===== src/branch_settings.svh =====
// global sizing macros for the branch prediction front end, included by rtl and testbench

`ifndef BRANCH_SETTINGS_SVH
`define BRANCH_SETTINGS_SVH

// width of every program counter and branch target
`define PC_WIDTH 32

// direction table and btb share one index, one entry per word address
`define BP_ENTRIES 256

// table index is pc[BP_INDEX_HI:2], byte offset bits dropped
`define BP_INDEX_HI 9

// register stages between fetch and the memory stage
`define PIPE_DEPTH 3

// first fetch address after reset
`define RESET_PC 32'h0000_0000

`endif

===== src/branch_types_pkg.sv =====
// shared enum types for the predictor, the record pipeline and the resolver, imported per module

package branch_types_pkg;

    // 2-bit direction state per table entry
    // taken states come first so bit 1 clear means predict taken
    typedef enum logic [1:0] {
        TAKEN_HARD     = 2'd0, // reset value of every entry
        TAKEN_SOFT     = 2'd1, // one wrong guess away from not taken
        NOT_TAKEN_HARD = 2'd2,
        NOT_TAKEN_SOFT = 2'd3  // one wrong guess away from taken
    } pred_state_t;

    // decoded branch class of a fetched instruction
    // supplied already decoded alongside the fetch pc
    typedef enum logic [1:0] {
        OP_NONE = 2'd0, // not a branch, never trains
        OP_BEQ  = 2'd1, // branch if equal
        OP_BNE  = 2'd2  // branch if not equal
    } branch_op_t;

endpackage


===== src/branch_resolve.sv =====
// memory stage check of predicted against actual next pc, drives redirect, training and retire

`include "branch_settings.svh"

module branch_resolve (
    input  logic                         stall,
    input  logic                         mem_valid,
    input  logic [`PC_WIDTH-1:0]         mem_pc,
    input  branch_types_pkg::branch_op_t mem_op,
    input  logic [`PC_WIDTH-1:0]         mem_target,     // resolved branch address
    input  logic                         mem_taken,      // resolved outcome
    input  logic                         mem_pred_taken,
    input  logic [`PC_WIDTH-1:0]         mem_pred_target,
    output logic                         redirect,       // one cycle pulse
    output logic [`PC_WIDTH-1:0]         redirect_pc,
    output logic                         train,
    output logic [`PC_WIDTH-1:0]         train_pc,
    output logic                         dir_wrong,
    output logic [`PC_WIDTH-1:0]         train_target,
    output logic                         retire_valid,
    output logic [`PC_WIDTH-1:0]         retire_pc
);

    import branch_types_pkg::*;

    logic                 is_branch;
    logic                 actual_taken;
    logic                 active;      // record really leaves this cycle
    logic [`PC_WIDTH-1:0] pc_plus4;
    logic [`PC_WIDTH-1:0] actual_next;
    logic [`PC_WIDTH-1:0] pred_next;

    assign is_branch    = (mem_op == OP_BEQ) || (mem_op == OP_BNE);
    assign actual_taken = is_branch && mem_taken; // outcome ignored for non-branches
    assign active       = mem_valid && !stall;

    assign pc_plus4 = mem_pc + `PC_WIDTH'd4;

    // where execution really goes
    assign actual_next = actual_taken ? mem_target : pc_plus4;

    // where fetch went after this pc
    assign pred_next = mem_pred_taken ? mem_pred_target : pc_plus4;

    // covers wrong direction and right direction with a stale target
    assign redirect    = active && (actual_next != pred_next);
    assign redirect_pc = actual_next;

    // training only for real branches
    assign train        = active && is_branch;
    assign train_pc     = mem_pc;
    assign dir_wrong    = mem_pred_taken != actual_taken;
    assign train_target = mem_target;

    // redirecting record retires too, only younger ones are flushed
    assign retire_valid = active;
    assign retire_pc    = mem_pc;

endmodule


===== config.mk =====
export PLATFORM = sky130hd
export DESIGN_NAME = branch_resolve
export DESIGN_NICKNAME = d
export VERILOG_FILES = /design/src/branch_types_pkg.sv /design/src/branch_resolve.sv
export VERILOG_INCLUDE_DIRS = /design/src
export SDC_FILE = /design/constraint.sdc
export NUM_CORES = 1
export LEC_CHECK = 0
export ABC_AREA = 0
export ABC_CLOCK_PERIOD_IN_PS = 9800
export BUFFER_PORTS_ARGS = -buffer_cell sky130_fd_sc_hd__buf_2
export CORE_AREA = 3 3 90 92
export DETAILED_ROUTE_END_ITERATION = 16
export DIE_AREA = 0 0 93 95
export PLACE_DENSITY_LB_ADDON = 0.05
export REMOVE_ABC_BUFFERS = 1
export SYNTH_ARGS = -nofsm -noshare
export SYNTH_HDL_FRONTEND = slang
export SYNTH_SLANG_ARGS = --single-unit

===== constraint.sdc =====
create_clock -name vclk -period 9.8
set_clock_uncertainty 0.1 [all_clocks]
set_input_delay 1.96 -clock vclk [all_inputs]
set_output_delay 1.96 -clock vclk [all_outputs]
set_load 0.01 [all_outputs]

==> impl_metrics.py <==
metrics = {
    "pwr": {
        "p_leak_nw": 1.817,
        "p_comb_share_pct": 100.0,
        "ir_worst_vdd_uv": 31.60,
        "p_per_area_nw_per_um2": 52.25,
        "finalPower_w": 0.0002105,
        "swShare_pct": 59.51,
        "seqPwrFrac_pct": 0,
        "p_clk_share_pct": 0,
        "p_switching_w": 0.0001253,
        "p_int_w": 0.00008524,
    },
    "layout": {
        "num-clock-buffers": 0,
        "mostFrequentLayoutCells": "buf_2 (234), xnor2_1 (60), a21oi_1 (46), nand2_1 (45), nor2_1 (45)",
        "finalInstanceArea_sq_um": 4029,
        "regArea_sq_um": 0,
        "n_antenna_cell": 0,
        "fillers": 780,
        "utilization_pct": 55.25,
        "final_common_cell": "buf_2",
        "fin_nets": 761,
        "design.seq.count": 0,
        "syn_to_final_growth_pct": 12.98,
        "drive_gt1_share_pct": 37.20,
    },
    "synthesis": {
        "yosysSeqAreaShare_pct": 0,
        "syn_area_sq_um": 3566,
        "yosys.area.top_type": "buf_4",
        "ys_types": 60,
        "syn_inst": 547,
        "avgSynthCellArea_sq_um": 6.519,
        "synth_area_leaders": "buf_4 (20%), xnor2_1 (15%), xor2_1 (8.8%), a21oi_1 (6.5%), nand2_1 (4.8%)",
        "yosysWarnings": 0,
        "synth_top_area_share_pct": 20.21,
    },
    "floorplan": {
        "die_area_sq_um": 8835,
        "rows": 31,
        "core-area_sq_um": 7292,
        "die_h_microns": 95,
        "initial_utilization_pct": 48.90,
        "ios": 234,
        "fp.dieW_microns": 93,
    },
    "setup_path": {
        "slowest_stage": "inv_1",
        "cp-end-kind": "output port",
        "crit_arrival_ps": 5340,
        "cpPeakStageDelay_ps": 730,
        "path_cells": "buf_2 -> inv_1 -> nand2_1 -> nor2_1 -> a2111oi_0 -> o2111ai_1 -> or4_1 -> nor3_1 -> a41o_1 -> a311oi_1 -> buf_2",
        "path_max_fanout": 41,
        "worstSetupPathType": "in -> out",
        "cp_common_cell": "buf_2",
        "worst_setup_path_start_kind": "input port",
        "crit_required_ps": 7740,
    },
    "timing": {
        "finalHoldViolCount": 0,
        "worst_pin_slew_ps": 1102,
        "setup_viol": 0,
        "tns_ps": 0,
        "slew_headroom_pct": 26.48,
        "fin_hold_ws_ps": 4031,
        "fmax_mhz": 135.1,
        "rsz0062_at_grt": "false",
        "final_max_slew_viol_count": 0,
        "period_needed_ps": 7399,
        "finalCritPeriodShare_pct": 75.50,
    },
    "routing": {
        "first_pass_iters": 5,
        "route.detailed.wl_per_inst_microns": 17.06,
        "detail-route-antenna-nets": 0,
        "via_per_inst": 5.617,
        "drtIter0Drc": 246,
        "vias": 4241,
        "drc": 0,
        "wl_mm": 12.88,
    },
    "placed_design": {
        "place_area_sq_um": 4029,
        "gp_congestion": 0.8926,
        "place_hpwl_mm": 10.43,
        "io_buffers": 234,
    },
    "global_routing": {
        "grtUsageTotal_pct": 26.85,
        "grt-ovfl-total": 0,
        "grt_pass1_wl_mm": 19.31,
        "grt_max_degree": 55,
        "antenna_found_initial": 0,
        "grt_pass1_vias": 3734,
    },
    "status": {
        "status": "complete, no violations",
    },
    "flow_run": {
        "max-cap-violations": 0,
    },
    "hold_path": {
        "hp-class": "in -> out",
    },
    "clock_tree": {
        "ctsHoldBuffers": 0,
        "ctsResizeCount": 0,
        "postCtsSetupRepairBufs": 0,
    },
}
==> final timing paths <==
kind                      startpoint              end  slack [ps]  cells past startpoint
worst max-delay path  mem_pred_taken         redirect        2400                     11
worst min-delay path   mem_target[7]  train_target[7]        4030                      2
==> Yosys cell counts (9+ instances only) <==
cell	number
a21oi_1	46
nand3_1	20
nand2_1	46
nor2_1	45
xor2_1	36
nor3_1	10
and3_1	9
xnor2_1	60
nand4_1	11
o21ai_0	25
buf_4	96
clkbuf_1	20
==> power by group through the flow <==
| stage | Clock, W | Sequential, W | Combinational (W) |
|---|---|---|---|
| after CTS | 0 | 0 | 0.000209 |
| after global routing | 0 | 0 | 0.000229 |
| after global placement | 0 | 0 | 0.000208 |
| final | 0 | 0 | 0.000211 |
| after floorplan | 0 | 0 | 0.0000927 |
| after detailed placement | 0 | 0 | 0.000208 |
==> critical path, delay by kind of cell <==
family,cells,cell delay (ps)
AO/OA/AOI/OAI,4,830
AND/OR/NAND/NOR,4,1030
buffers and inverters,3,1480
==> final cells by class <==
class	count	area (sq um)	area share (%)
well taps	99	123.9	3.075
repair buffers	234	1171	29.07
multi-input cells	414	2704	67.11
inverters	8	30.03	0.7453
==> metrics by stage <==
step | instances | setup slack, ps
2_1_floorplan | 422 | 3421
3_3_place_gp | 755 | 2514
3_5_place_dp | 755 | 2466
4_1_cts | 755 | 2450
5_1_grt | 755 | 2035
6_report | 755 | 2401
==> cells by family (layout without fill, tap and decap cells) <==
| family | Yosys count | count (layout) | synth area share [%] |
|---|---|---|---|
| xor gates and xnor gates | 97 | 97 | 24.21 |
| AOI/OAI and AO/OA | 125 | 125 | 22.00 |
| and+or+nand+nor | 187 | 187 | 28.07 |
| muxes | 4 | 4 | 1.123 |
| adders and majority gates | 1 | 1 | 0.3508 |
| buffers and inverters | 133 | 242 | 24.25 |
==> per-layer routing <==
metal	global-route usage (%)	share of wire (%)	vias to the layer above
met1	38.77	45	1955
met4	1.465	0.49	0
met3	0.7171	7.6	6
met2	46.61	47	209
li1	-	-	2071
met5	0	0	-
Power figures use the tool's default switching activity.
