**config.mk**
```make
export PLATFORM = sky130hd
export DESIGN_NAME = fetch_pc
export DESIGN_NICKNAME = d
export VERILOG_FILES = /design/src/fetch_pc.sv
export VERILOG_INCLUDE_DIRS = /design/src
export SDC_FILE = /design/constraint.sdc
export NUM_CORES = 1
export LEC_CHECK = 0
export BUFFER_PORTS_ARGS = -buffer_cell sky130_fd_sc_hd__buf_2
export CORE_MARGIN = 4
export CORE_UTILIZATION = 26
export DETAILED_ROUTE_END_ITERATION = 12
export PLACE_DENSITY_LB_ADDON = 0.2
export SYNTH_ARGS = -nofsm -noshare
export SYNTH_HDL_FRONTEND = slang
export SYNTH_SLANG_ARGS = --single-unit
```
**constraint.sdc**
```tcl
create_clock -name CLK -period 2.52 [get_ports CLK]
set_clock_uncertainty 0.1 [all_clocks]
set_input_delay 0.378 -clock CLK [delete_from_list [all_inputs] [get_ports CLK]]
set_output_delay 0.378 -clock CLK [all_outputs]
set_load 0.01 [all_outputs]
```
**src/branch_settings.svh**
```systemverilog
// global sizing macros for the branch prediction front end, included by rtl and testbench

`ifndef BRANCH_SETTINGS_SVH
`define BRANCH_SETTINGS_SVH

// width of every program counter and branch target
`define PC_WIDTH 32

// direction table and btb share one index, one entry per word address
`define BP_ENTRIES 256

// table index is pc[BP_INDEX_HI:2], byte offset bits dropped
`define BP_INDEX_HI 9

// register stages between fetch and the memory stage
`define PIPE_DEPTH 3

// first fetch address after reset
`define RESET_PC 32'h0000_0000

`endif
```
**src/fetch_pc.sv**
```systemverilog
// fetch program counter, picks redirect over predicted target over sequential pc each cycle

`include "branch_settings.svh"

module fetch_pc (
    input  logic                 CLK,
    input  logic                 nRST,
    input  logic                 stall,       // freeze pc
    input  logic                 redirect,    // memory stage correction
    input  logic [`PC_WIDTH-1:0] redirect_pc,
    input  logic                 pred_taken,  // prediction for current pc
    input  logic [`PC_WIDTH-1:0] pred_target,
    output logic [`PC_WIDTH-1:0] pc_fetch
);

    logic [`PC_WIDTH-1:0] pc_seq;  // fall through address
    logic [`PC_WIDTH-1:0] pc_next;

    assign pc_seq = pc_fetch + `PC_WIDTH'd4;

    // older instruction wins, redirect overrides any prediction
    always_comb begin
        if (redirect)
            pc_next = redirect_pc;
        else if (pred_taken)
            pc_next = pred_target;   // follow the btb
        else
            pc_next = pc_seq;
    end

    always_ff @(posedge CLK, negedge nRST) begin
        if (!nRST) begin
            pc_fetch <= `RESET_PC;
        end else if (!stall) begin
            pc_fetch <= pc_next; // one step per non-stalled edge
        end
    end

endmodule

```
==> metrics.cfg, run 1 <==
[sta]
clock.fmax_ghz=0.4663
fin_crit_ps=2145
worst-slew-pin-transition_ps=778.1
drv_slew=0
slew_headroom_pct=48.13
worst_slack_ps=375.5
grt_setup_unrepaired=no
min_period_over_period_pct=85.10
setup_viol=0
setup_tns_ps=0
hold_violations=0

[finish]
largestRegisters=pc_fetch (32)
utilization_pct=35.62
final_cell_area_sq_um=3167
fill_cells=959
seq_area_sq_um=800.8
mostFrequentLayoutCell=buf_2
fin_nets=463
largest_reg_flops=32
largest-register=pc_fetch
area_delta_synth_final_pct=30.94
multi_input_area_sq_um=1501
layout_common_cells=buf_2 (100), o21ai_0 (33), dfrtp_1 (32), nor2_1 (23), nand2_1 (22)
drive_gt1_share_pct=33.25
antennaDiodeCount=0
fin_cells=502

[cts]
cts-root-buf=clkbuf_8
cts_tree=yes
cts.sinks=32
clk_latency_ps=280
cts.clk_slew.worst_paths_ps=70
cts_hold_buf=0
numCtsBuffers=5
cts_resized=0
postCtsSetupBuffers=0
clockBufferDepth=2
htree_num_levels=2

[critical_path]
crit_type=flop to flop
worstPathArrival_ps=2250
critPathBufInv=0
critPathRequiredTime_ps=2630
cp_top_family=simple AND/OR/NAND/NOR gates
max_stage_delay_ps=560
worstPathMaxFanout=10
crit_path_end_kind=flop
cp-start-kind=flop
slowest_stage=or4_4
cp_cell_sequence=nand3_1 -> or4_4 -> or4_1 -> a31oi_1

[floorplan]
dieArea_sq_um=10910
rows=34
core-area_sq_um=8891
die_h_um=104.4
initial_core_util_pct=27.20
io_pins=101
die_width_um=104.4

[global_routing]
grt_max_degree=51
first_global_vias=2758
grt.overflow.total=0
grt_pass1_wl_um=14340
grt_usage_pct=16.10
antenna_found_initial=0

[outcome]
status=completed

[placed_design]
dp_hpwl_um=6601
port-buffer-count=100
pre_cts_slack_ps=403.8
postPlaceCellArea_sq_um=3074
placed_cells=494
place_congestion=0.8390

[synthesis]
yosysUniqueCellTypes=52
yosysWarnings=0
synth_edf_count=0
syn_inst=297
syn-num-nets=367
syn_area_per_cell_sq_um=8.143
synth_area_sq_um=2419
yosys_most_used_dff=dfrtp_1
async_flop_share_pct=100.0
synth_seq_cells=32
synth-seq-area-share_pct=33.11

[route]
wire_per_inst_um=17.58
via_count=2825
drc=0
first_pass_iters=5
drt-vias-per-instance=5.627
drtIter0Drc=182
ant_nets=0
wirelength_um=8825

[worst_hold_path]
hold_path.class=input port to asynchronous set/reset pin

[pwr]
peakVddDrop_mv=0.1860
powerDensity_nw_per_um2=492.4
leakage_nw=1.405

[run]
cap_viol_max_count=0

where the power goes:
group | switching [W] | internal [W]
registers | 0.000107 | 0.000581
logic | 0.000243 | 0.000202
clock network | 0.000208 | 0.000218
per-layer routing:
metal,part of all wire [%],track usage (%),up-vias
li1,-,-,1371
met1,46,21.89,1339
met2,47,25.78,109
met3,6.9,3.290,6
met4,0.86,4.558,0
met5,0,0,-
path summary, 6_finish.rpt:
path | slack, ps | to | startpoint | cells after the start
max | 380 | pc_fetch[30]$_DFFE_PN0N_ | pc_fetch[15]$_DFFE_PN0N_ | 4
max in group asynchronous | 1760 | pc_fetch[5]$_DFFE_PN0N_ | nRST | 1
min | 70 | pc_fetch[17]$_DFFE_PN0N_ | nRST | 1
min reg2reg | 450 | pc_fetch[0]$_DFFE_PN0P_ | pc_fetch[0]$_DFFE_PN0P_ | 2
min in group CLK | 230 | pc_fetch[0]$_DFFE_PN0P_ | redirect_pc[0] | 3
max reg2reg | 380 | pc_fetch[30]$_DFFE_PN0N_ | pc_fetch[15]$_DFFE_PN0N_ | 4
synth_stat cells (2+ instances only):
library cell	count	area, sq um
buf_2	2	10.01
o2bb2ai_1	2	17.52
a221oi_1	5	43.79
a22o_1	5	43.79
a311oi_1	2	17.52
a41oi_1	3	26.28
nor4b_1	2	17.52
nand3_1	8	40.04
a222oi_1	4	40.04
o31a_1	2	17.52
nor4_2	2	25.02
nor3_1	15	75.07
nor2_1	23	86.33
o31ai_1	3	22.52
and4_1	4	35.03
nand4_1	5	31.28
a21oi_1	8	40.04
nor2b_1	4	25.02
a211oi_1	3	22.52
o21ai_0	33	165.2
or4_1	2	15.01
or2_2	2	12.51
a221o_1	4	40.04
dfrtp_1	32	800.8
inv_1	7	26.28
a22oi_1	16	120.1
or3_1	4	25.02
and3_1	13	81.33
nand2_1	22	82.58
nor4_1	4	25.02
mux2i_1	2	20.02
a31oi_1	7	43.79
a311o_1	4	40.04
clkbuf_1	21	78.83
o22ai_1	5	31.28
cell families after synthesis:
group	synth area share, %
compound gates	33.63
fa+ha+maj	0.5172
buf+inv	4.915
flops	33.11
mux	0.8278
simple gates	27.00
worst register-to-register path, delay by kind of cell (launching register included):
family / cells / cell delay [ps]
AND/OR/NAND/NOR: 3 / 1300
flip-flops: 1 / 500
AO/OA/AOI/OAI: 1 / 170
layout make-up:
class	count	area share, %
inverters	7	0.8297
multi-input cells	234	47.41
clock buffers	6	2.608
well taps	108	4.267
clock inverters	2	0.3161
repair buffers	113	19.28
flip-flops and latches	32	25.29
metrics by stage:
step / hold WS (ps) / power [W]
floorplan: -17.59 / 0.0009243
global placement: 410.4 / 0.001142
detailed placement: 410.2 / 0.001148
CTS: 97.61 / 0.001581
global route: 113.1 / 0.001668
finish: 66.64 / 0.001559
(Power assumes the default switching activity.)
==> inputs of run 2 (changes only) <==
==> constraint.sdc (replaced) <==
create_clock -name CLK -period 2.6 [get_ports CLK]
set_clock_uncertainty 0.1 [all_clocks]
set_input_delay 0.39 -clock CLK [delete_from_list [all_inputs] [get_ports CLK]]
set_output_delay 0.39 -clock CLK [all_outputs]
set_load 0.01 [all_outputs]
==> run 2 against run 1 <==
Effect of this change: register-to-register slack improved by 20 ps; fmax fell by 2.6%; global-route usage up 0.45 points; critical endpoint is now pc_fetch[27]$_DFFE_PN0N_; non-clock buffer count down 2; via count decreased by 0.46%; setup slack improved by 22 ps; sequential power down 2%.
==> metrics.cfg, run 2 (synthesized netlist as in run 1, its figures left out) <==
[outcome]
status=completed

[critical_path]
worstPathArrival_ps=2260  ; about the same
r2r_slack_ps=400  ; +20 ps
critPathRequiredTime_ps=2660  ; +30 ps
slowest_stage=or4_4
cp_top_family=simple AND/OR/NAND/NOR gates
critPathBufInv=0  ; unchanged
path_depth=4  ; unchanged
crit_type=flop to flop
worstReg2RegEnd=pc_fetch[27]$_DFFE_PN0N_
reg2reg_depth=4  ; unchanged
cp-start-kind=flop
max_stage_delay_ps=580  ; +20 ps
worstPathMaxFanout=10  ; unchanged
reg2reg_from=pc_fetch[15]$_DFFE_PN0N_
cp_cell_sequence=nand3_1 -> or4_4 -> o311a_1 -> a221oi_1
crit_path_end_kind=flop

[global_routing]
grt_pass1_wl_um=14720  ; +2.6%
first_global_vias=2783  ; +0.91%
grt_max_degree=33  ; -35%
grt.overflow.total=0  ; unchanged
grt_usage_pct=16.54  ; +0.45 points
antenna_found_initial=0  ; unchanged

[pwr]
powerDensity_nw_per_um2=485.7  ; -1.4%
peakVddDrop_mv=0.2278  ; +22%
leakage_nw=1.390  ; -1.1%
combPwrFrac_pct=28.0  ; -0.5 points
pwr-share-clk_pct=27.9  ; +0.6 points
power.internal_w=0.0009915  ; -1.0%
swShare_pct=35.05  ; -0.71 points
power.switching_w=0.0005351  ; -4.0%
p_seq_share_pct=44.1  ; about the same

[finish]
largest-register=pc_fetch
drive_gt1_share_pct=32.74  ; -0.51 points
largestRegisters=pc_fetch (32)
fill_cells=959  ; unchanged
layout_common_cells=buf_2 (100), o21ai_0 (33), dfrtp_1 (32), nor2_1 (23), nand2_1 (22)
seq_area_sq_um=800.8  ; unchanged
multi_input_area_sq_um=1501  ; unchanged
utilization_pct=35.35  ; -0.27 points
fin_nets=461  ; -0.43%
mostFrequentLayoutCell=buf_2
antennaDiodeCount=0  ; unchanged
largest_reg_flops=32  ; unchanged
area_delta_synth_final_pct=29.95

[floorplan]
die_h_um=104.4  ; unchanged
dieArea_sq_um=10910  ; unchanged
core-area_sq_um=8891  ; unchanged
rows=34  ; unchanged
die_width_um=104.4  ; unchanged
initial_core_util_pct=27.20  ; unchanged
io_pins=101  ; unchanged

[cts]
cts.clk_slew.worst_paths_ps=70  ; about the same
cts_tree=yes
cts_hold_buf=0  ; unchanged
clk_latency_ps=290  ; about the same
numCtsBuffers=5  ; unchanged
postCtsSetupBuffers=0  ; unchanged
htree_num_levels=2  ; unchanged
cts-root-buf=clkbuf_8
clockBufferDepth=2  ; unchanged
cts_resized=0  ; unchanged
cts.sinks=32  ; unchanged

[route]
drt-vias-per-instance=5.635  ; +0.14%
first_pass_iters=5  ; unchanged
wire_per_inst_um=18.41  ; +4.7%
ant_nets=0  ; unchanged
via_count=2812  ; -0.46%
drc=0  ; unchanged
drtIter0Drc=114  ; -37%
wirelength_um=9186  ; +4.1%

[sta]
setup_viol=0  ; unchanged
grt_setup_unrepaired=no
worst-slew-pin-transition_ps=790.4  ; +12.32 ps
slew_headroom_pct=47.31  ; -0.82 points
clock.fmax_ghz=0.4541  ; -2.6%
setup_tns_ps=0  ; unchanged
drv_slew=0  ; unchanged
fin_crit_ps=2202  ; +57.87 ps
hold_violations=0  ; unchanged
min_period_over_period_pct=84.71  ; -0.39 points

[placed_design]
dp_hpwl_um=6753  ; +2.3%
port-buffer-count=100  ; unchanged
place_congestion=0.8253  ; -1.6%

[worst_hold_path]
hold_path.class=input port to asynchronous set/reset pin

[run]
cap_viol_max_count=0  ; unchanged

run 2: cell count changes in the layout (fill, tap and decap cells not counted), sizes merged:
cell,before,now
clkinv,2,0
clkbuf,6,7
buf,113,111
run 2: metal layers:
layer  routed length, um  vias up  track usage, %  share of wire (%)
li1                    -     1366               -                  -
met3                 461        9           2.917                5.0
met2                4354       88           26.57                 47
met5                   0        -               0                  0
met4                 119        0           4.843                1.3
met1                4251     1349           22.65                 46
run 2: stage by stage:
| stage | total power, W | area, sq um | setup WS [ps] | std cells | hold WS, ps |
|---|---|---|---|---|---|
| after detailed placement | 0.001114 | 3047 | 400.1 | 492 | 419.8 |
| after floorplan | 0.0008959 | 2419 | 530.1 | 297 | -5.591 |
| after global placement | 0.001106 | 3047 | 413.9 | 492 | 431.5 |
| final | 0.001527 | 3143 | 397.6 | 499 | 86.34 |
| after CTS | 0.001544 | 3143 | 391.4 | 499 | 110.4 |
| after global routing | 0.001624 | 3143 | 217.3 | 499 | 148.6 |
run 2: how the worst max path moves through the flow:
stage / slack [ps] / startpoint / end
CTS: 390 / pc_fetch[15]$_DFFE_PN0N_ / pc_fetch[27]$_DFFE_PN0N_
finish: 400 / pc_fetch[15]$_DFFE_PN0N_ / pc_fetch[27]$_DFFE_PN0N_
detailed placement: 400 / pc_fetch[15]$_DFFE_PN0N_ / pc_fetch[27]$_DFFE_PN0N_
global placement: 410 / redirect / pc_fetch[28]$_DFFE_PN0N_
floorplan: 530 / pc_fetch[15]$_DFFE_PN0N_ / pc_fetch[30]$_DFFE_PN0N_
global route: 220 / pc_fetch[15]$_DFFE_PN0N_ / pc_fetch[27]$_DFFE_PN0N_
run 2: area by class of cell:
type,instances,area share [%]
Timing Repair Buffer,111,18.55
Tap cell,108,4.299
Clock buffer,7,3.065
Inverter,7,0.8360
Sequential cell,32,25.48
Multi-Input combinational cell,234,47.77
run 2: power groups by stage:
stage          clock [W]  sequential, W  combinational (W)
6_report        0.000426       0.000674           0.000427
5_1_grt         0.000460       0.000688           0.000476
4_1_cts         0.000437       0.000673           0.000434
3_5_place_dp           0       0.000682           0.000432
3_3_place_gp           0       0.000680           0.000426
2_1_floorplan          0       0.000680           0.000216
run 2: worst reg2reg max path, cell delays in order (launching register included):
cell,delay [ps]
dfrtp_1,490
nand3_1,260
or4_4,580
o311a_1,360
a221oi_1,300
