### src/branch_settings.svh
// global sizing macros for the branch prediction front end, included by rtl and testbench

`ifndef BRANCH_SETTINGS_SVH
`define BRANCH_SETTINGS_SVH

// width of every program counter and branch target
`define PC_WIDTH 32

// direction table and btb share one index, one entry per word address
`define BP_ENTRIES 256

// table index is pc[BP_INDEX_HI:2], byte offset bits dropped
`define BP_INDEX_HI 9

// register stages between fetch and the memory stage
`define PIPE_DEPTH 3

// first fetch address after reset
`define RESET_PC 32'h0000_0000

`endif
### src/branch_types_pkg.sv
// shared enum types for the predictor, the record pipeline and the resolver, imported per module

package branch_types_pkg;

    // 2-bit direction state per table entry
    // taken states come first so bit 1 clear means predict taken
    typedef enum logic [1:0] {
        TAKEN_HARD     = 2'd0, // reset value of every entry
        TAKEN_SOFT     = 2'd1, // one wrong guess away from not taken
        NOT_TAKEN_HARD = 2'd2,
        NOT_TAKEN_SOFT = 2'd3  // one wrong guess away from taken
    } pred_state_t;

    // decoded branch class of a fetched instruction
    // supplied already decoded alongside the fetch pc
    typedef enum logic [1:0] {
        OP_NONE = 2'd0, // not a branch, never trains
        OP_BEQ  = 2'd1, // branch if equal
        OP_BNE  = 2'd2  // branch if not equal
    } branch_op_t;

endpackage

### src/pred_pipe.sv
// shift chain carrying each fetched pc, its branch fields and its prediction to the memory stage

`include "branch_settings.svh"

module pred_pipe (
    input  logic                        CLK,
    input  logic                        nRST,
    input  logic                        stall,          // hold every stage
    input  logic                        flush,          // kill all in-flight records
    input  logic [`PC_WIDTH-1:0]        pc_fetch,
    input  branch_types_pkg::branch_op_t op_fetch,
    input  logic [`PC_WIDTH-1:0]        target_fetch,
    input  logic                        taken_fetch,
    input  logic                        pred_taken,
    input  logic [`PC_WIDTH-1:0]        pred_target,
    output logic                        mem_valid,
    output logic [`PC_WIDTH-1:0]        mem_pc,
    output branch_types_pkg::branch_op_t mem_op,
    output logic [`PC_WIDTH-1:0]        mem_target,
    output logic                        mem_taken,
    output logic                        mem_pred_taken,
    output logic [`PC_WIDTH-1:0]        mem_pred_target
);

    import branch_types_pkg::*;

    localparam int LAST = `PIPE_DEPTH - 1; // memory stage slot

    logic [`PIPE_DEPTH-1:0] stage_valid;   // bit 0 is the youngest

    logic [`PC_WIDTH-1:0] stage_pc          [`PIPE_DEPTH];
    branch_op_t           stage_op          [`PIPE_DEPTH];
    logic [`PC_WIDTH-1:0] stage_target      [`PIPE_DEPTH];
    logic                 stage_taken       [`PIPE_DEPTH];
    logic                 stage_pred_taken  [`PIPE_DEPTH];
    logic [`PC_WIDTH-1:0] stage_pred_target [`PIPE_DEPTH];

    // valid bits, the only control state here
    always_ff @(posedge CLK, negedge nRST) begin
        if (!nRST) begin
            stage_valid <= '0;
        end else if (!stall) begin
            if (flush)
                stage_valid <= '0; // wrong path, incoming fetch dropped too
            else
                stage_valid <= {stage_valid[LAST-1:0], 1'b1}; // fetch enters every cycle
        end
    end

    // payload shifts alongside, meaningless while its valid bit is low
    always_ff @(posedge CLK) begin
        if (!stall) begin
            stage_pc[0]          <= pc_fetch;
            stage_op[0]          <= op_fetch;
            stage_target[0]      <= target_fetch;
            stage_taken[0]       <= taken_fetch;
            stage_pred_taken[0]  <= pred_taken;
            stage_pred_target[0] <= pred_target;
            for (int i = 1; i < `PIPE_DEPTH; i++) begin
                stage_pc[i]          <= stage_pc[i-1];
                stage_op[i]          <= stage_op[i-1];
                stage_target[i]      <= stage_target[i-1];
                stage_taken[i]       <= stage_taken[i-1];
                stage_pred_taken[i]  <= stage_pred_taken[i-1];
                stage_pred_target[i] <= stage_pred_target[i-1];
            end
        end
    end

    assign mem_valid       = stage_valid[LAST];
    assign mem_pc          = stage_pc[LAST];
    assign mem_op          = stage_op[LAST];
    assign mem_target      = stage_target[LAST];
    assign mem_taken       = stage_taken[LAST];
    assign mem_pred_taken  = stage_pred_taken[LAST];
    assign mem_pred_target = stage_pred_target[LAST];

endmodule

### config.mk
export PLATFORM = sky130hd
export DESIGN_NAME = pred_pipe
export DESIGN_NICKNAME = d
export VERILOG_FILES = /design/src/branch_types_pkg.sv /design/src/pred_pipe.sv
export VERILOG_INCLUDE_DIRS = /design/src
export SDC_FILE = /design/constraint.sdc
export NUM_CORES = 1
export LEC_CHECK = 0
export BUFFER_PORTS_ARGS = -buffer_cell sky130_fd_sc_hd__buf_2
export CAP_MARGIN = 15
export CORE_MARGIN = 10
export CORE_UTILIZATION = 58
export CTS_CLUSTER_SIZE = 14
export DETAILED_ROUTE_END_ITERATION = 10
export PLACE_DENSITY = 0.84
export SYNTH_ARGS = -nofsm -noshare
export SYNTH_HDL_FRONTEND = slang
export SYNTH_SLANG_ARGS = --single-unit
### constraint.sdc
create_clock -name CLK -period 1.65 [get_ports CLK]
set_input_delay 0.0825 -clock CLK [delete_from_list [all_inputs] [get_ports CLK]]
set_output_delay 0.0825 -clock CLK [all_outputs]
set_load 0.05 [all_outputs]
==> run summary, run 1 <==
status: finished, final reports clean
crit share post-route: 77.56%
hold path startpoint: target_fetch[22]
register area share after synthesis: 92.10%
max frequency: 0.7814 GHz
R2R depth: 3
# H-tree levels: 1
final setup fails: 0
hold path depth: 2
Die X: 150.4 um
deepest clock path buffer count: 3
type of the worst min-delay path: in2reg
worst reg2reg path startpoint: stage_valid[0]$_DFFE_PN0N_
vias per inst: 4.669
number of hold violations in the final report: 0
Worst slew margin: 75.69%
RSZ-0062 raised after global routing: no
IO Port Bufs: 204
Startpoint Class: primary input
CP required: 1.85 ns
Die Y: 150.4 um
layout cell share with drive strength beyond 1: 37.68%
Worst-path clk slew: 0.06 ns
Iter 0 DRT Violations: 238
Synth area leaders: edfxtp_1, buf_4, dfrtp_1
CTS tree: done
Tot Pwr: 16.88 mW
endpoint type of the worst setup path: flop
Final Wtd Congestion: 0.7731
Congestion Overflow GR: 0
Pleak: 4.767 nW
hpwl dp: 10410 um
Slew Limit Fails: 0
Final ANT Viol Nets: 0
Post-Place Cells: 746
CTS Buf Count: 29
mean cell area of the mapped netlist: 24.12 um^2
Final min period: 1.280 ns
clock insertion delay at the later pin of the skew report: 0.52 ns
wire per inst: 19.19 um
Synth Instances: 409
worst slew pin tran: 0.3646 ns
IO Count: 205
max cap viols: 0
number of gates resized after cts: 0
cell taking the most area after synthesis: edfxtp_1
Net Count, Synth: 513
Via Count: 4225
largest net degree at the start of global routing: 65
DRC Markers: 0
vias in the first global route: 4683
site row count: 47
Die ar.: 0.02262 mm^2
Area growth syn-to-layout: 27.45%
Core Area: 0.01664 mm^2
most common cell after layout, fill and taps aside: edfxtp_1
Final Instance Count excl. Fillers: 905
Total Wirelength: 17360 um
share of the synthesized area in the top cell type: 91.34%
Crit Path Max Fanout: 64
GRT Total Usage: 15.10%
Initial Util: 59.27%
Netlist cell types: 10
Post-Syn Area: 0.009863 mm^2
Arr. time, crit path: 1.48 ns
critical path class: in2reg
nets: 766
initial antenna violation count: 3
CTS Root Cell: clkbuf_16
Pwr Density: 1343 mW/mm^2
DR pass1 iterations: 4
clock skew: 0.009472 ns
design area: 0.01257 mm^2
Yosys reg bits: 303
Reg-to-Reg End: stage_valid[1]$_DFFE_PN0N_
dpl cell area: 0.01058 mm^2
worst ir drop on vdd: 0.0009962 V
Worst Hold End: stage_target[0][22]$_DFFE_PN_
Synthesis Warnings: 0
FF-to-FF setup slack: 0.41 ns
Setup TNS Final: 0 ns
highest-count cells in the layout ignoring fill and taps: edfxtp_1, buf_2, dlygate4sd3_1
first-pass GRT wire length: 26120 um
Clock Sinks: 303
-- power by group --
| part | switching, mW | internal (mW) |
|---|---|---|
| registers | 0.145 | 9.09 |
| logic | 0.836 | 0.383 |
| clock network | 2.60 | 3.83 |
-- routing by layer --
layer	wire (um)	up-vias	GRT usage (%)
li1	-	1969	-
met1	6365	2054	17.32
met2	9056	180	26.39
met3	1683	22	5.312
met4	257	0	4.033
met5	0	-	0
-- cells in the mapped netlist (all sizes together) --
master	n
o21ai	1
nand2	2
inv	2
buf	98
o31ai	1
edfxtp	300
nand2b	1
mux2i	1
dfrtp	3
-- timing repair --
| action | 4_1_cts | 5_1_grt |
|---|---|---|
| hold endpoints to repair | 106 | 0 |
| buffers inserted | 0 | 0 |
| hold buffers | 105 | 0 |
-- cells by family (layout without fill, tap and decap cells) --
family,after synthesis,count (layout),share of synthesized area [%]
flip-flops,303,303,92.10
multiplexers,1,1,0.1015
AND/OR/NAND/NOR,3,3,0.1396
buffers and inverters,100,373,7.535
other,0,3,0
AO/OA/AOI/OAI,2,2,0.1268
-- sequential cells by signal, indices dropped and copies added (netlist names) --
name               count
stage_pc              96
stage_pred_target     96
stage_target          96
stage_op               6
stage_pred_taken       3
stage_taken            3
stage_valid            3
-- worst max-delay path by stage --
stage,from,endpoint,depth (start not counted)
finish,stall,stage_pred_target[0][34]$_DFFE_PN_,4
CTS,stage_pred_target[0][79]$_DFFE_PN_,mem_pred_target[15],1
detailed placement,stall,stage_target[0][91]$_DFFE_PN_,3
floorplan,stall,stage_op[0][0]$_DFFE_PN_,1
global route,stage_valid[0]$_DFFE_PN0N_,stage_valid[1]$_DFFE_PN0N_,3
global placement,stall,stage_target[0][59]$_DFFE_PN_,3
-- layout make-up --
class	count	area, um^2
Sequential cell	303	9084
Fill cell	907	4071
Timing Repair Buffer	320	2217
Clock buffer	34	744.5
Tap cell	220	275.3
Clock inverter	17	186.4
Multi-Input combinational cell	6	36.28
Inverter	2	20.02
Antenna cell	3	7.507
-- worst max-delay path: stages --
cell and delay (ns):
dlygate4sd3_1 0.54, buf_2 0.18, clkinv_8 0.28, buf_4 0.36
-- metrics by stage --
step | util (%) | hold WS, ns | worst slack (ns)
after CTS | 75.49 | 0.2409 | 0.3780
after floorplan | - | -0.2131 | 0.1243
after global routing | 75.54 | 0.2521 | 0.3088
after detailed placement | 63.58 | -0.1201 | 0.4011
after global placement | 63.58 | -0.1235 | 0.4586
final | 75.54 | 0.2653 | 0.3702
No activity file was read; power rests on OpenSTA's default activity.
==> run 2, diff against run 1 <==
- CORE_UTILIZATION: 58 -> 54
- PLACE_DENSITY: 0.84 -> 0.79
- clock period: 1.65 -> 1.32 ns (I/O delays scaled with it)
==> run summary, run 2 (synthesis gave the netlist of run 1 again) <==
setup repair bufs after CTS: 0 (unchanged)
Total Wirelength: 17300 um (-0.34%)
final setup fails: 0 (unchanged)
Final Wtd Congestion: 0.7406 (-4.2%)
number of gates resized after cts: 0 (unchanged)
Initial Util: 54.91% (-4.4 points)
# H-tree levels: 1 (unchanged)
switching power total: 4.376 mW (+22%)
Worst slew margin: 78.12% (+2.4 points)
endpoint type of the worst setup path: primary output
Worst-path clk slew: 0.06 ns (about the same)
Clock power frac: 37.2% (-0.9 points)
largest registers: stage_pc: 96 flops, stage_pred_target: 96 flops, stage_target: 96 flops
Final min period: 1.243 ns
Final Instance Count excl. Fillers: 909 (+0.44%)
Die X: 155.2 um (+3.2%)
clock skew: 0.01052 ns (+0.001048 ns)
Startpoint Class: flop
cts hold-fix bufs: 104 (-0.95%)
Core Area: 0.01796 mm^2 (+7.9%)
Iter 0 DRT Violations: 175 (-26%)
number of hold violations in the final report: 0 (unchanged)
IO Count: 205 (unchanged)
critical path class: reg2out
worst slew pin tran: 0.3305 ns (-0.03417 ns)
Congestion Overflow GR: 0 (unchanged)
GRT Total Usage: 13.79% (-1.3 points)
Pint: 16.43 mW (+24%)
CP required: 1.25 ns (-0.60 ns)
vias per inst: 4.565 (-2.2%)
CTS Root Cell: clkbuf_16
Slew Limit Fails: 0 (unchanged)
max cap viols: 0 (unchanged)
Post-Place Cells: 754 (+1.1%)
Arr. time, crit path: 1.18 ns (-0.30 ns)
type of the worst min-delay path: in2reg
Inserted Diodes: 0 (-3)
initial antenna violation count: 0 (-3)
max frequency: 0.8046 GHz
clock insertion delay at the later pin of the skew report: 0.52 ns (about the same)
IO Port Bufs: 204 (unchanged)
Via Count: 4150 (-1.8%)
slowest CP cell: edfxtp_1
deepest clock path buffer count: 3 (unchanged)
worst ir drop on vdd: 0.001715 V (+72%)
post-layout util: 69.77% (-5.8 points)
DRC Markers: 0 (unchanged)
Clock Sinks: 303 (unchanged)
dpl cell area: 0.01060 mm^2 (+0.15%)
WP buf/inv: 1 (-3)
layout cell share with drive strength beyond 1: 36.91% (-0.77 points)
Area growth syn-to-layout: 27.07%
crit share post-route: 94.15%
family with the most delay on the worst path: flip-flops
Comb pwr share: 7.3% (about the same)
design area: 0.01253 mm^2 (-0.30%)
nets: 764 (-0.26%)
CTS tree: done
DR pass1 iterations: 4 (unchanged)
hpwl dp: 10720 um (+3.0%)
first-pass GRT wire length: 25960 um (-0.61%)
Final ANT Viol Nets: 0 (unchanged)
Pwr Density: 1660 mW/mm^2 (+24%)
status: finished, final reports clean
Setup TNS Final: 0 ns (unchanged)
sw frac: 21.03% (-0.17 points)
Worst path max stage delay: 0.37 ns (-0.17 ns)
wire per inst: 19.04 um (-0.78%)
most common cell after layout, fill and taps aside: edfxtp_1
largest net degree at the start of global routing: 44 (-32%)
CP cell instances: buf_2
CTS Buf Count: 29 (unchanged)
Die ar.: 0.02407 mm^2 (+6.4%)
Crit Path Max Fanout: 1 (-98%)
Die Y: 155.2 um (+3.2%)
RSZ-0062 raised after global routing: no
Pleak: 4.746 nW (-0.44%)
vias in the first global route: 4620 (-1.3%)
highest-count cells in the layout ignoring fill and taps: edfxtp_1, buf_2, dlygate4sd3_1
site row count: 49 (+4.3%)
sequential share of power: 55.5% (+0.8 points)
## run 2: cell types whose count changed in the layout (fill, tap and decap cells not counted)
cell           delta
buf_12            +1
buf_4             -2
bufinv_16         -1
clkbuf_1          +3
clkinv_1          +2
clkinv_2          -2
clkinv_8          -1
clkinvlp_4        -2
diode_2           -3
dlygate4sd3_1     -1
inv_12            +1
## run 2: routing by layer
layer / vias to the layer above / track usage, % / wire [um]
met1: 1984 / 15.01 / 6314
met2: 177 / 24.69 / 9106
li1: 1967 / - / -
met4: 0 / 3.644 / 275
met5: - / 0 / 0
met3: 22 / 5.156 / 1607
## run 2: power by group through the flow
stage,Combinational [mW],Sequential (mW),Clock (mW)
finish,1.52,11.5,7.74
global placement,1.25,11.7,0
detailed placement,1.28,11.7,0
global route,1.60,11.6,8.34
floorplan,1.03,11.7,0
CTS,1.53,11.5,7.94
## run 2: layout make-up
| class | count | area (um^2) |
|---|---|---|
| multi-input cells | 6 | 36.28 |
| well taps | 229 | 286.5 |
| inverters | 2 | 20.02 |
| clock inverters | 14 | 138.9 |
| repair buffers | 318 | 2212 |
| fillers | 1061 | 5430 |
| clock buffers | 37 | 755.7 |
| flip-flops and latches | 303 | 9084 |
## run 2: worst paths after layout
| check | startpoint | to | slack [ns] | cells past startpoint |
|---|---|---|---|---|
| worst max-delay path | stage_taken[0][2]$_DFFE_PN_ | mem_taken | 0.08 | 1 |
| worst min-delay path | pred_target[24] | stage_pred_target[0][24]$_DFFE_PN_ | 0.25 | 2 |
| max in group asynchronous | nRST | stage_valid[2]$_DFFE_PN0N_ | 0.72 | 3 |
| worst max register to register | stage_valid[0]$_DFFE_PN0N_ | stage_valid[1]$_DFFE_PN0N_ | 0.62 | 2 |
| worst min register to register | stage_target[0][3]$_DFFE_PN_ | stage_target[0][35]$_DFFE_PN_ | 0.41 | 0 |
| min in group asynchronous | nRST | stage_valid[0]$_DFFE_PN0N_ | 0.44 | 3 |
## run 2: metrics by stage
step                hold slack, ns  total power, mW  setup WS (ns)
floorplan                  -0.2296            12.72        0.09737
detailed placement         -0.1266            13.02         0.2354
finish                      0.2502            20.81        0.07719
global placement           -0.1334            12.95         0.2731
global route                0.2360            21.53        0.02803
CTS                         0.2197            21.02        0.04033
